[config.mk]
export PLATFORM = sky130hd
export DESIGN_NAME = frontend_top
export DESIGN_NICKNAME = d
export VERILOG_FILES = /design/src/ifq_pkg.sv /design/src/fetch_queue.sv /design/src/issue_buffer.sv /design/src/frontend_csr.sv /design/src/frontend_top.sv
export SDC_FILE = /design/constraint.sdc
export NUM_CORES = 1
export LEC_CHECK = 0
export BUFFER_PORTS_ARGS = -buffer_cell sky130_fd_sc_hd__buf_2
export CAP_MARGIN = 20
export CORE_ASPECT_RATIO = 0.5
export CORE_UTILIZATION = 47
export DETAILED_ROUTE_END_ITERATION = 16
export GPL_TIMING_DRIVEN = 0
export PLACE_DENSITY_LB_ADDON = 0.08
export SYNTH_ARGS = -nofsm -noshare
export SYNTH_HDL_FRONTEND = slang
export SYNTH_SLANG_ARGS = --single-unit
[constraint.sdc]
create_clock -name clk -period 4.54 [get_ports clk]
set_clock_uncertainty 0.05 [all_clocks]
set_input_delay 0.681 -clock clk [delete_from_list [all_inputs] [get_ports clk]]
set_output_delay 0.681 -clock clk [all_outputs]
set_load 0.1 [all_outputs]
[src/ifq_pkg.sv]
`default_nettype none

package ifq_pkg;

    localparam int INST_W   = 32;  // one instruction word.
    localparam int LANES    = 2;   // two-wide fetch and issue.
    localparam int FQ_DEPTH = 8;   // fetch queue entries.
    localparam int CSR_W    = 32;

    typedef logic [INST_W-1:0] inst_t;
    typedef logic [LANES-1:0]  lane_mask_t;  // bit 0 is the older lane.
    typedef logic [1:0]        take_cnt_t;   // values 0 to 2.

    typedef logic [$clog2(FQ_DEPTH)-1:0] fq_ptr_t;
    typedef logic [$clog2(FQ_DEPTH):0]   fq_cnt_t;  // one extra bit so a full queue fits.

    typedef logic [1:0]       csr_addr_t;
    typedef logic [CSR_W-1:0] csr_data_t;

    // control register; bit 0 is single_issue.
    localparam csr_addr_t CSR_CTRL   = 2'd0;
    // issued-instruction counter; a write clears it.
    localparam csr_addr_t CSR_ISSUED = 2'd1;

endpackage

`default_nettype wire

[src/fetch_queue.sv]
`default_nettype none

module fetch_queue (
    input  wire logic                   clk,
    input  wire logic                   rst_i,
    input  wire logic                   flush_i,

    input  wire logic                   push_valid_i,
    input  wire ifq_pkg::lane_mask_t    push_lanes_i,
    input  wire ifq_pkg::inst_t [1:0]   push_data_i,
    output logic                        push_ready_o,

    input  wire logic                   single_issue_i,

    output ifq_pkg::lane_mask_t         head_valid_o,
    output ifq_pkg::inst_t [1:0]        head_data_o,
    input  wire ifq_pkg::take_cnt_t     take_cnt_i
);

    ifq_pkg::inst_t mem_q [ifq_pkg::FQ_DEPTH];

    ifq_pkg::fq_ptr_t rd_ptr_q;
    ifq_pkg::fq_ptr_t wr_ptr_q;
    ifq_pkg::fq_cnt_t count_q;

    ifq_pkg::fq_ptr_t rd_ptr_p1;
    ifq_pkg::fq_ptr_t wr_ptr_p1;

    logic             push_fire;
    ifq_pkg::fq_cnt_t push_num;
    ifq_pkg::fq_cnt_t pop_num;
    ifq_pkg::take_cnt_t offer_cnt;

    assign rd_ptr_p1 = ifq_pkg::fq_ptr_t'(rd_ptr_q + 1'b1);
    assign wr_ptr_p1 = ifq_pkg::fq_ptr_t'(wr_ptr_q + 1'b1);

    // room for a full two-lane push is needed before accepting anything.
    assign push_ready_o = (count_q <= ifq_pkg::fq_cnt_t'(ifq_pkg::FQ_DEPTH - 2));
    assign push_fire    = push_valid_i & push_ready_o;

    always_comb begin
        push_num = '0;
        if (push_fire) begin
            push_num = ifq_pkg::fq_cnt_t'(push_lanes_i[0]) +
                       ifq_pkg::fq_cnt_t'(push_lanes_i[1]);
        end
    end

    assign pop_num = ifq_pkg::fq_cnt_t'(take_cnt_i);

    // offer the oldest word, and the next one only in two-wide mode.
    always_comb begin
        head_valid_o    = '0;
        head_valid_o[0] = (count_q != '0);
        head_valid_o[1] = (count_q >= ifq_pkg::fq_cnt_t'(2)) && !single_issue_i;
    end

    assign head_data_o[0] = mem_q[rd_ptr_q];
    assign head_data_o[1] = mem_q[rd_ptr_p1];

    assign offer_cnt = ifq_pkg::take_cnt_t'(head_valid_o[0]) +
                       ifq_pkg::take_cnt_t'(head_valid_o[1]);

    always_ff @(posedge clk) begin
        if (push_fire && push_lanes_i[0]) begin
            mem_q[wr_ptr_q] <= push_data_i[0];
        end
        if (push_fire && push_lanes_i[1]) begin
            mem_q[wr_ptr_p1] <= push_data_i[1];
        end
    end

    // a push in the flush cycle is wrong-path fetch and is dropped with the rest.
    always_ff @(posedge clk) begin
        if (rst_i || flush_i) begin
            rd_ptr_q <= '0;
            wr_ptr_q <= '0;
            count_q  <= '0;
        end else begin
            rd_ptr_q <= ifq_pkg::fq_ptr_t'(rd_ptr_q + pop_num);
            wr_ptr_q <= ifq_pkg::fq_ptr_t'(wr_ptr_q + push_num);
            count_q  <= count_q + push_num - pop_num;
        end
    end

    // the buffer may only retire words the queue actually offered.
    a_take_le_offer: assert property (
        @(posedge clk) disable iff (rst_i)
        take_cnt_i <= offer_cnt
    ) else $error("fetch_queue: take count %0d above offer %0d", take_cnt_i, offer_cnt);

    a_count_le_depth: assert property (
        @(posedge clk) disable iff (rst_i)
        count_q <= ifq_pkg::fq_cnt_t'(ifq_pkg::FQ_DEPTH)
    ) else $error("fetch_queue: occupancy %0d above depth", count_q);

endmodule

`default_nettype wire

[src/issue_buffer.sv]
`default_nettype none

module issue_buffer (
    input  wire logic                   clk,
    input  wire logic                   rst_i,
    input  wire logic                   flush_i,

    input  wire ifq_pkg::lane_mask_t    in_valid_i,
    input  wire ifq_pkg::inst_t [1:0]   in_data_i,
    output ifq_pkg::take_cnt_t          take_cnt_o,

    output ifq_pkg::lane_mask_t         slot_valid_o,
    output ifq_pkg::inst_t [1:0]        slot_data_o,
    input  wire ifq_pkg::lane_mask_t    issue_i
);

    ifq_pkg::lane_mask_t     slot_valid_q;
    ifq_pkg::inst_t [1:0]    slot_data_q;

    ifq_pkg::lane_mask_t     slot_valid_d;
    ifq_pkg::inst_t [1:0]    slot_data_d;

    ifq_pkg::take_cnt_t      held_cnt;
    ifq_pkg::take_cnt_t      issued_cnt;
    ifq_pkg::take_cnt_t      keep_cnt;
    ifq_pkg::take_cnt_t      in_cnt;
    ifq_pkg::inst_t          keep_word;

    // the decoder sees nothing in a redirect cycle.
    assign slot_valid_o = slot_valid_q & {2{~flush_i}};
    assign slot_data_o  = slot_data_q;

    assign held_cnt   = ifq_pkg::take_cnt_t'(slot_valid_q[0]) +
                        ifq_pkg::take_cnt_t'(slot_valid_q[1]);
    assign issued_cnt = ifq_pkg::take_cnt_t'(issue_i[0]) +
                        ifq_pkg::take_cnt_t'(issue_i[1]);
    assign in_cnt     = ifq_pkg::take_cnt_t'(in_valid_i[0]) +
                        ifq_pkg::take_cnt_t'(in_valid_i[1]);
    assign keep_cnt   = held_cnt - issued_cnt;

    // after a single issue the survivor is slot 1, else it is still slot 0.
    assign keep_word = issue_i[0] ? slot_data_q[1] : slot_data_q[0];

    always_comb begin
        slot_valid_d = slot_valid_q;
        slot_data_d  = slot_data_q;
        take_cnt_o   = '0;
        case (keep_cnt)
            2'd0: begin
                slot_valid_d = in_valid_i;  // both slots free, take what is offered.
                slot_data_d  = in_data_i;
                take_cnt_o   = in_cnt;
            end
            2'd1: begin
                slot_valid_d   = {in_valid_i[0], 1'b1};
                slot_data_d[0] = keep_word;
                slot_data_d[1] = in_data_i[0];
                take_cnt_o     = ifq_pkg::take_cnt_t'(in_valid_i[0]);
            end
            default: begin
                slot_valid_d = slot_valid_q;  // full and stalled.
                slot_data_d  = slot_data_q;
                take_cnt_o   = '0;
            end
        endcase
    end

    always_ff @(posedge clk) begin
        if (rst_i || flush_i) begin
            slot_valid_q <= '0;
        end else begin
            slot_valid_q <= slot_valid_d;
        end
        slot_data_q <= slot_data_d;
    end

    // slot 1 can never go ahead of slot 0.
    a_issue_in_order: assert property (
        @(posedge clk) disable iff (rst_i)
        issue_i != 2'b10
    ) else $error("issue_buffer: slot 1 issued without slot 0");

    a_issue_valid_only: assert property (
        @(posedge clk) disable iff (rst_i)
        (issue_i & ~slot_valid_o) == '0
    ) else $error("issue_buffer: issue %b over slots %b", issue_i, slot_valid_o);

endmodule

`default_nettype wire

[src/frontend_csr.sv]
`default_nettype none

module frontend_csr (
    input  wire logic                   clk,
    input  wire logic                   rst_i,

    input  wire logic                   csr_we_i,
    input  wire ifq_pkg::csr_addr_t     csr_addr_i,
    input  wire ifq_pkg::csr_data_t     csr_wdata_i,
    output ifq_pkg::csr_data_t          csr_rdata_o,

    output logic                        single_issue_o,

    input  wire ifq_pkg::lane_mask_t    slot_valid_i,
    input  wire ifq_pkg::lane_mask_t    issue_i,
    input  wire logic                   flush_i
);

    logic                 single_issue_q;
    ifq_pkg::csr_data_t   issued_q;
    ifq_pkg::lane_mask_t  issued_lanes;
    ifq_pkg::csr_data_t   issued_inc;
    logic                 wr_ctrl;
    logic                 wr_issued;

    assign single_issue_o = single_issue_q;

    assign wr_ctrl   = csr_we_i && (csr_addr_i == ifq_pkg::CSR_CTRL);
    assign wr_issued = csr_we_i && (csr_addr_i == ifq_pkg::CSR_ISSUED);

    // words leaving the buffer this cycle.
    assign issued_lanes = issue_i & slot_valid_i;
    assign issued_inc   = ifq_pkg::csr_data_t'(issued_lanes[0]) +
                          ifq_pkg::csr_data_t'(issued_lanes[1]);

    always_ff @(posedge clk) begin
        if (rst_i) begin
            single_issue_q <= 1'b0;
        end else if (wr_ctrl) begin
            single_issue_q <= csr_wdata_i[0];
        end
    end

    always_ff @(posedge clk) begin
        if (rst_i) begin
            issued_q <= '0;
        end else if (wr_issued) begin
            issued_q <= '0;  // software clear beats a same-cycle issue.
        end else if (!flush_i) begin
            issued_q <= issued_q + issued_inc;
        end
    end

    always_comb begin
        case (csr_addr_i)
            ifq_pkg::CSR_CTRL: begin
                csr_rdata_o = ifq_pkg::csr_data_t'(single_issue_q);
            end
            ifq_pkg::CSR_ISSUED: begin
                csr_rdata_o = issued_q;
            end
            default: begin
                csr_rdata_o = '0;
            end
        endcase
    end

endmodule

`default_nettype wire

[src/frontend_top.sv]
`default_nettype none

module frontend_top (
    input  wire logic                   clk,
    input  wire logic                   rst_i,
    input  wire logic                   flush_i,

    // fetch unit push side.
    input  wire logic                   push_valid_i,
    input  wire ifq_pkg::lane_mask_t    push_lanes_i,
    input  wire ifq_pkg::inst_t [1:0]   push_data_i,
    output logic                        push_ready_o,

    // decoder side.
    output ifq_pkg::lane_mask_t         slot_valid_o,
    output ifq_pkg::inst_t [1:0]        slot_data_o,
    input  wire ifq_pkg::lane_mask_t    issue_i,

    // register access.
    input  wire logic                   csr_we_i,
    input  wire ifq_pkg::csr_addr_t     csr_addr_i,
    input  wire ifq_pkg::csr_data_t     csr_wdata_i,
    output ifq_pkg::csr_data_t          csr_rdata_o
);

    ifq_pkg::lane_mask_t   head_valid;
    ifq_pkg::inst_t [1:0]  head_data;
    ifq_pkg::take_cnt_t    take_cnt;
    logic                  single_issue;

    fetch_queue fq0 (
        .clk            (clk),
        .rst_i          (rst_i),
        .flush_i        (flush_i),
        .push_valid_i   (push_valid_i),
        .push_lanes_i   (push_lanes_i),
        .push_data_i    (push_data_i),
        .push_ready_o   (push_ready_o),
        .single_issue_i (single_issue),
        .head_valid_o   (head_valid),
        .head_data_o    (head_data),
        .take_cnt_i     (take_cnt)
    );

    issue_buffer ib0 (
        .clk          (clk),
        .rst_i        (rst_i),
        .flush_i      (flush_i),
        .in_valid_i   (head_valid),
        .in_data_i    (head_data),
        .take_cnt_o   (take_cnt),
        .slot_valid_o (slot_valid_o),
        .slot_data_o  (slot_data_o),
        .issue_i      (issue_i)
    );

    // the counter watches the masked slot valids, so flush cycles count nothing.
    frontend_csr csr0 (
        .clk            (clk),
        .rst_i          (rst_i),
        .csr_we_i       (csr_we_i),
        .csr_addr_i     (csr_addr_i),
        .csr_wdata_i    (csr_wdata_i),
        .csr_rdata_o    (csr_rdata_o),
        .single_issue_o (single_issue),
        .slot_valid_i   (slot_valid_o),
        .issue_i        (issue_i),
        .flush_i        (flush_i)
    );

endmodule

`default_nettype wire

Yosys cells after proc, flatten, opt, wreduce, memory -nomap -nowiden

Memories as Yosys holds them, arrays and structs flattened. A register that Yosys moved wholly into a read port is not among the register bits.
Cells that the tools add are included.

Bits in registers: 109
Bits in latches: 0
RAM bits: 256
ROM bits: 0
Input bits: 107
Output and inout port bits: 99
Logic and storage cells: 55
Memories: 1

Memory list:

| memory    | depth | width | read ports | clocked after Yosys merged registers in | wr ports | RTL line          | source |
|---|---|---|---|---|---|---|---|
| fq0.mem_q | 8     | 32    | 2          | 1                                       | 2        | fetch_queue.sv:20 | `ifq_pkg::inst_t mem_q [ifq_pkg::FQ_DEPTH];` |

Add/subtract/negate cells: 13
Multiply operators: 0
Div/mod/pow operators: 0
Order comparisons: 2
Eq/ne operators: 3
Shifts and indexed selects: 0
Mux-type cells: 11
Bitwise logic cells: 4
Reductions and logical operators: 13

Operator list:

| kind                                                                                | number |
|---|---|
| 64-bit case mux with 2 select lines                                                 | 1 |
| 32-bit case mux with 2 select lines                                                 | 1 |
| 32-bit adder                                                                        | 1 |
| 32-bit two-way mux                                                                  | 1 |
| 1-bit by 1-bit adder with 2-bit output                                              | 5 |
| 2-bit case mux with 2 select lines                                                  | 2 |
| 3-bit by 1-bit adder with 3-bit output, second input constant                       | 2 |
| 1-bit logical AND                                                                   | 5 |
| 4-bit by 2-bit adder with 4-bit output                                              | 1 |
| 2-bit bitwise AND                                                                   | 2 |
| 2-bit by 1-bit equality test with 1-bit output, second input constant               | 2 |
| 4-bit by 2-bit greater-or-equal comparator with 1-bit output, second input constant | 1 |
| 4-bit by 3-bit less-or-equal comparator with 1-bit output, second input constant    | 1 |
| 2-bit logical NOT                                                                   | 2 |
| 1-bit two-way mux                                                                   | 4 |
| 4-bit nonzero test                                                                  | 1 |
| 4-bit by 2-bit subtractor with 4-bit output                                         | 1 |
| 3-bit by 2-bit adder with 3-bit output                                              | 1 |
| 3-bit adder                                                                         | 1 |
| 3-bit two-way mux                                                                   | 1 |
| 2-bit two-way mux                                                                   | 1 |
| 2-bit != test, second input constant                                                | 1 |
| 2-bit AND reduction                                                                 | 1 |
| 2-bit nonzero test                                                                  | 1 |
| other kinds (6)                                                                     | 6 |

Longest topological paths before layout

Gate-level depths: netlist of run 1.

Depth in word-level cells: 6
Depth in mapped cells: 14

Hierarchy

From an unflattened synthesis of run 1, not the netlist that was laid out.

Cell total of the unflattened synthesis: 1230
Area, all modules: 20373.3 um^2

By module, submodules not included:

| module       | instances | cells an instance | area each (um^2) |
|---|---|---|---|
| fetch_queue  | 1         | 859               | 15369.7 |
| issue_buffer | 1         | 157               | 3213.1 |
| frontend_csr | 1         | 214               | 1790.5 |

Worst setup path after synthesis of run 1

OpenSTA, ideal clock, no wires.

Path kind: input-to-reg
Start: in flush_i
End: reg csr0.issued_q[24]
Library setup time: 70 ps
Data arrival time: 4404 ps
Required time: 4420 ps
Path slack: 15 ps
Stages on the path: 11
Buffers on the path: 1
Cell sequence: clkbuf_1 > nor2b_1 > and2_1 > ha_1 > ha_1 > inv_1 > fa_1 > and4bb_1 > nand3_1 > or4_1 > a21oi_1

Cells in the longest elaborated chain, start to end: 5

RTL lines:

| element                                | RTL line           | source |
|---|---|---|
| start: declaration                     | frontend_top.sv:6  | `input wire logic flush_i,` |
| 1-bit NOT                              | issue_buffer.sv:30 | `assign slot_valid_o = slot_valid_q & {2{~flush_i}};` |
| 2-bit bitwise AND                      | issue_buffer.sv:30 |  |
| named net slot_valid_o[0]              | frontend_top.sv:15 | `output ifq_pkg::lane_mask_t slot_valid_o,` |
| 2-bit bitwise AND                      | frontend_csr.sv:32 | `assign issued_lanes = issue_i & slot_valid_i;` |
| 1-bit by 1-bit adder with 2-bit output | frontend_csr.sv:33 | `assign issued_inc = ifq_pkg::csr_data_t'(issued_lanes[0]) +` |
| 32-bit adder                           | frontend_csr.sv:50 | `issued_q <= issued_q + issued_inc;` |
| end signal: assignment                 | frontend_csr.sv:50 |  |
| end: declaration                       | frontend_csr.sv:20 | `ifq_pkg::csr_data_t issued_q;` |

The timed path passes the listed nets, and every way through them passes these cells.
A chain may end at the register's enable or synchronous reset.

==> results of run 1 <==
## sequential cells by signal, indices dropped and copies added (netlist names)
signal               cells
fq0.count_q              4
csr0.single_issue_o      1
ib0.slot_data_o         64
fq0.mem_q              256
ib0.slot_valid_q         2
fq0.wr_ptr_q             3
fq0.rd_ptr_q             3
csr0.issued_q           32
## metal layers
layer / share of wire (%) / vias up / track usage (%)
met5: 0 / - / 0
met4: 2.1 / 0 / 5.781
met3: 7.2 / 98 / 4.214
met2: 48 / 517 / 45.24
met1: 42 / 6831 / 36.96
li1: - / 5666 / -
## logic make-up (layout without fill, tap and decap cells)
kind of cell	Yosys count	in the layout
compound gates	117	117
buf+inv	112	366
flops	365	365
fa+ha+maj	22	22
xor+xnor	19	19
other cells	0	1
mux	455	455
simple gates	226	226
## cells in the mapped netlist (all sizes together), types with 12 or more instances
library cell    n  area (µm²)
mux2          288        3461
nor2           64       240.2
ha             16       200.2
clkbuf         44       165.2
inv            23       86.33
and2           40       250.2
dfxtp          45       900.9
edfxtp        320        9609
mux2i          39       390.4
nand2          49       183.9
or4            12       90.09
mux4          128        2883
a21oi          54       270.3
buf            45       265.3
o21ai          41       205.2
## stage by stage
| step | hold slack, ps | setup TNS, ps |
|---|---|---|
| 4_1_cts | 329.7 | 0 |
| 6_report | 344.3 | 0 |
| 3_5_place_dp | 411.2 | -7124 |
| 5_1_grt | 353.3 | 0 |
| 2_1_floorplan | 388.8 | 0 |
| 3_3_place_gp | 404.8 | -324380 |
## final cells by class
cell class / instances / area share [%]
Sequential cell: 365 / 45.03
Clock buffer: 54 / 4.648
Tap cell: 577 / 3.093
Buffer: 89 / 1.876
Inverter: 23 / 0.3699
Clock inverter: 11 / 0.4610
Timing Repair Buffer: 189 / 5.232
Antenna cell: 1 / 0.01072
Multi-Input combinational cell: 839 / 39.28
## worst register-to-register path, cell delays in order, from the launching register on
cell,delay (ps)
dfxtp_1,350
fa_1,430
ha_1,220
xnor2_1,460
inv_2,340
nand2_1,230
clkbuf_1,450
clkdlybuf4s15_1,750
clkbuf_1,630
a21oi_1,180
## final timing paths
check | slack [ps] | cells after the start | end | startpoint
worst max-delay path | 140 | 11 | ib0.slot_data_o[19] | issue_i[0]
worst min-delay path | 340 | 3 | csr0.single_issue_o | csr_wdata_i[0]
worst max register to register | 180 | 9 | ib0.slot_data_o[19] | ib0.slot_valid_q[1]
worst min register to register | 410 | 2 | csr0.issued_q[31] | csr0.issued_q[31]
## report_power, final
part | total, mW | leakage, nW | switching [mW] | internal, mW
clock | 3.11 | 0.582 | 1.33 | 1.78
sequential | 4.07 | 3.29 | 0.100 | 3.97
combinational | 2.99 | 4.17 | 1.99 | 0.996
## repair_timing
| action | 4_1_cts | 5_1_grt |
|---|---|---|
| setup buffers | 0 | 0 |
| endpoints found under the setup margin | 0 | 1 |
| resized for setup | 0 | 4 |
==> flow_metrics.env, run 1 <==
export IMPL_status="complete, no violations"
export IMPL_ir_worst_vdd_uv=232.4
export IMPL_critical_path_top_delay_family="buffers and inverters"
export IMPL_dpl_hpwl_mm=38.80
export IMPL_die_w_um=294.4
export IMPL_finalSetupViolCount=0
export IMPL_drtPass1Iterations=5
export IMPL_slowest_delay_ps=740
export IMPL_most_common_layout_cells="edfxtp_1, mux2_2, buf_2"
export IMPL_gr_usage_all_layers_pct=26.86
export IMPL_yosys_area_share_simple_pct=5.866
export IMPL_crit_top_cell="clkbuf_1"
export IMPL_numCtsBuffers=37
export IMPL_crit_type="in -> reg"
export IMPL_gp_congestion=0.8440
export IMPL_nFillCells=3459
export IMPL_grt_pass1_wl_mm=85.26
export IMPL_final_common_cell="edfxtp_1"
export IMPL_rsz0062_at_grt="false"
export IMPL_dpl_cell_area_um2=22140
export IMPL_netlist_instances=1316
export IMPL_seq_area_um2=10510
export IMPL_period_needed_ps=4403
export IMPL_tightestPinTransition_ps=1121
export IMPL_design_core_area_um2=42040
export IMPL_maxSlewHeadroom_pct=25.29
export IMPL_crit_path_top_delay_cell="clkdlybuf4s15_1"
export IMPL_synth_edf_count=320
export IMPL_dpl_cell_count=2082
export IMPL_drt_total_wl_mm=58.41
export IMPL_pin_count=206
export IMPL_rows=53
export IMPL_synth_xor_area_share_pct=0.8655
export IMPL_finalNetCount=1673
export IMPL_synth_fa_ha_area_share_pct=1.594
export IMPL_synth_seq_cells=365
export IMPL_cp_cell_sequence="buf_2 > inv_1 > fa_1 > ha_1 > xnor2_1 > inv_2 > nand2_1 > clkbuf_1 > clkdlybuf4s15_1 > clkbuf_1 > a21oi_1"
export IMPL_fmax_mhz=227.1
export IMPL_worstSkewPairLatency_ps=550
export IMPL_grt_max_degree=24
export IMPL_start_kind="input pin"
export IMPL_instances_no_fill=2148
export IMPL_synth_compound_area_share_pct=3.288
export IMPL_crit_required_ps=4740
export IMPL_start_util_pct=47.79
export IMPL_final_area_um2=23340
export IMPL_numPortBuffers=174
export IMPL_ant_nets=0
export IMPL_yosysUniqueCellTypes=52
export IMPL_power_mw=10.16
export IMPL_drt_iter0_drc=1164
export IMPL_async_reset_ff_share_pct=0
export IMPL_areaGrowthSynthToFinish_pct=16.16
export IMPL_drc=0
export IMPL_synth_top_family_by_area="multiplexers"
export IMPL_cts_htree_levels=2
export IMPL_clockRootBuffer="clkbuf_16"
export IMPL_final_util_pct=55.52
export IMPL_via_count=13110
export IMPL_clk_path_buf_depth=3
export IMPL_cp_arrival_ps=4600
export IMPL_finalCritPeriodShare_pct=96.98
export IMPL_netlist_area_um2=20090
export IMPL_dpl_worst_slack_ps=-502.9
export IMPL_avgSynthCellArea_um2=15.27
export IMPL_post_drt_wl_per_cell_um=27.19
export IMPL_postCtsHoldBufs=0
export IMPL_grt_overflow_total=0
export IMPL_yosysWarningCount=0
export IMPL_synth_area_mux_share_pct=33.51
export IMPL_viasPerCell=6.104
export IMPL_syn_num_nets=1445
export IMPL_slew_viol_final=0
export IMPL_clkSlewWorstSetupHoldPaths_ps=60
export IMPL_yosysSeqAreaShare_pct=52.30
export IMPL_die_height_um=148.2
export IMPL_cts_sinks=365
export IMPL_cp_end_kind="flip-flop"
export IMPL_die_area_um2=43640
export IMPL_crit_buf_inv=6
export IMPL_fin_ws_ps=136.9
export IMPL_finalHoldViolCount=0
export IMPL_tritoncts="built"
export IMPL_multi_input_area_um2=9169
export IMPL_grt_pass1_vias=13250
export IMPL_crit_fanout=16
export IMPL_antenna_found_initial=1
export IMPL_ys_flop_type="edfxtp_1"
export IMPL_p_leak_nw=8.042
export IMPL_power_density_nw_per_um2=435.4
export IMPL_drive_above_1_share_pct=44.59
export IMPL_max_cap_violations=0
export IMPL_hold_class="in -> reg"
No activity file was read; power rests on OpenSTA's default activity.
==> inputs of run 2 (changes only) <==
--- a/config.mk
+++ b/config.mk
@@ -7,7 +7,7 @@
 export LEC_CHECK = 0
 export BUFFER_PORTS_ARGS = -buffer_cell sky130_fd_sc_hd__buf_2
 export CAP_MARGIN = 20
-export CORE_ASPECT_RATIO = 0.5
+export CORE_ASPECT_RATIO = 1.4
 export CORE_UTILIZATION = 47
 export DETAILED_ROUTE_END_ITERATION = 16
 export GPL_TIMING_DRIVEN = 0
==> flow_metrics.env, run 2 (same netlist as run 1, synthesis figures left out) <==
export IMPL_clockRootBuffer="clkbuf_16"
export IMPL_drc=0
export IMPL_clk_path_buf_depth=3
export IMPL_worstSkewPairLatency_ps=550
export IMPL_crit_top_cell="clkbuf_1"
export IMPL_worstHoldStart="csr_wdata_i[0]"
export IMPL_die_w_um=176.8
export IMPL_numPortBuffers=174
export IMPL_dpl_hpwl_mm=37.43
export IMPL_period_needed_ps=4335
export IMPL_grt_max_degree=23
export IMPL_grt_overflow_total=0
export IMPL_antenna_found_initial=5
export IMPL_power_density_nw_per_um2=436.9
export IMPL_finalCritPeriodShare_pct=95.47
export IMPL_slowest_delay_ps=660
export IMPL_die_area_um2=43600
export IMPL_gr_usage_all_layers_pct=26.54
export IMPL_viasPerCell=5.974
export IMPL_design_core_area_um2=42200
export IMPL_slew_viol_final=0
export IMPL_ir_worst_vdd_uv=371.3
export IMPL_cp_startpoint="issue_i[0]"
export IMPL_instances_no_fill=2125
export IMPL_setup_tns_final_ps=0
export IMPL_crit_path_top_delay_cell="clkbuf_1"
export IMPL_crit_type="in -> reg"
export IMPL_final_util_pct=55.23
export IMPL_cts_repair_resize_count=0
export IMPL_rows=89
export IMPL_areaGrowthSynthToFinish_pct=16.00
export IMPL_start_util_pct=47.61
export IMPL_postCtsHoldBufs=0
export IMPL_cts_setup_buffers=0
export IMPL_max_cap_violations=0
export IMPL_largest_register_ff_count=256
export IMPL_drive_above_1_share_pct=44.48
export IMPL_cp_end_kind="flip-flop"
export IMPL_finalHoldViolCount=0
export IMPL_crit_fanout=16
export IMPL_maxSlewHeadroom_pct=25.11
export IMPL_finalNetCount=1674
export IMPL_ant_nets=0
export IMPL_crit_required_ps=4720
export IMPL_p_leak_nw=8.044
export IMPL_clkSlewWorstSetupHoldPaths_ps=60
export IMPL_grt_pass1_vias=13000
export IMPL_start_kind="input pin"
export IMPL_most_common_layout_cells="edfxtp_1, mux2_2, buf_2"
export IMPL_largest_register="fq0.mem_q"
export IMPL_rsz0062_at_grt="false"
export IMPL_tritoncts="built"
export IMPL_drtPass1Iterations=5
export IMPL_final_common_cell="edfxtp_1"
export IMPL_post_drt_wl_per_cell_um=26.90
export IMPL_tightestPinTransition_ps=1123
export IMPL_drt_total_wl_mm=57.16
export IMPL_numCtsBuffers=40
export IMPL_cts_htree_levels=2
export IMPL_finalSetupViolCount=0
export IMPL_r2r_start="ib0.slot_valid_q[1]"
export IMPL_gp_congestion=0.7746
export IMPL_dpl_cell_count=2049
export IMPL_cp_cell_sequence="buf_2 > inv_1 > fa_1 > ha_1 > xnor2_1 > inv_2 > nand2_1 > clkbuf_1 > clkbuf_1 > clkbuf_1 > a21oi_1"
export IMPL_grt_pass1_wl_mm=83.39
export IMPL_cp_arrival_ps=4520
export IMPL_die_height_um=246.7
export IMPL_hold_class="in -> reg"
export IMPL_status="complete, no violations"
export IMPL_via_count=12700
export IMPL_drt_iter0_drc=915
export IMPL_fmax_mhz=230.7
export IMPL_pin_count=206
export IMPL_cts_sinks=365
[run 2: worst max-delay path, delay by kind of cell]
family                   cells  cell delay [ps]
AO/OA/AOI/OAI                1              240
AND/OR/NAND/NOR              1              230
XOR/XNOR                     1              440
buffers and inverters        6             2240
adder cells (fa/ha/maj)      2              680
[run 2: where the power goes]
part / total, mW / internal [mW] / leakage, nW / switching (mW)
clock: 3.15 / 1.80 / 0.608 / 1.35
sequential: 4.07 / 3.97 / 3.29 / 0.0972
combinational: 2.96 / 0.990 / 4.15 / 1.97
[run 2: final cells by class]
type,instances,area (µm²)
well taps,546,683.2
multi-input cells,839,9169
inverters,23,86.33
clock inverters,22,160.2
plain buffers,89,430.4
diodes,3,7.507
flip-flops and latches,365,10510
clock buffers,51,1085
repair buffers,187,1179
fillers,3527,18890
[run 2: through the flow]
step	power [mW]	area (µm²)	hold WS [ps]	setup WS, ps
detailed placement	7.114	22060	416.4	-340.4
global route	10.56	23300	362.8	28.82
global placement	7.048	21650	403.5	-3304
CTS	10.26	23300	340.3	235.6
finish	10.18	23310	356.5	205.5
floorplan	6.355	20090	388.8	15.17
[run 2: final timing paths]
| kind | cells past startpoint | slack, ps | to |
|---|---|---|---|
| worst max-delay path | 11 | 210 | ib0.slot_data_o[23] |
| worst min-delay path | 3 | 360 | csr0.single_issue_o |
| worst max register to register | 9 | 250 | ib0.slot_data_o[23] |
| worst min register to register | 2 | 420 | csr0.issued_q[31] |
[run 2: per-layer routing]
metal	vias to the layer above	global-route usage, %	share of wire [%]
li1	5674	-	-
met1	6521	32.49	40
met2	384	47.49	52
met3	112	3.828	4.9
met4	4	9.128	2.9
met5	-	0	0.047
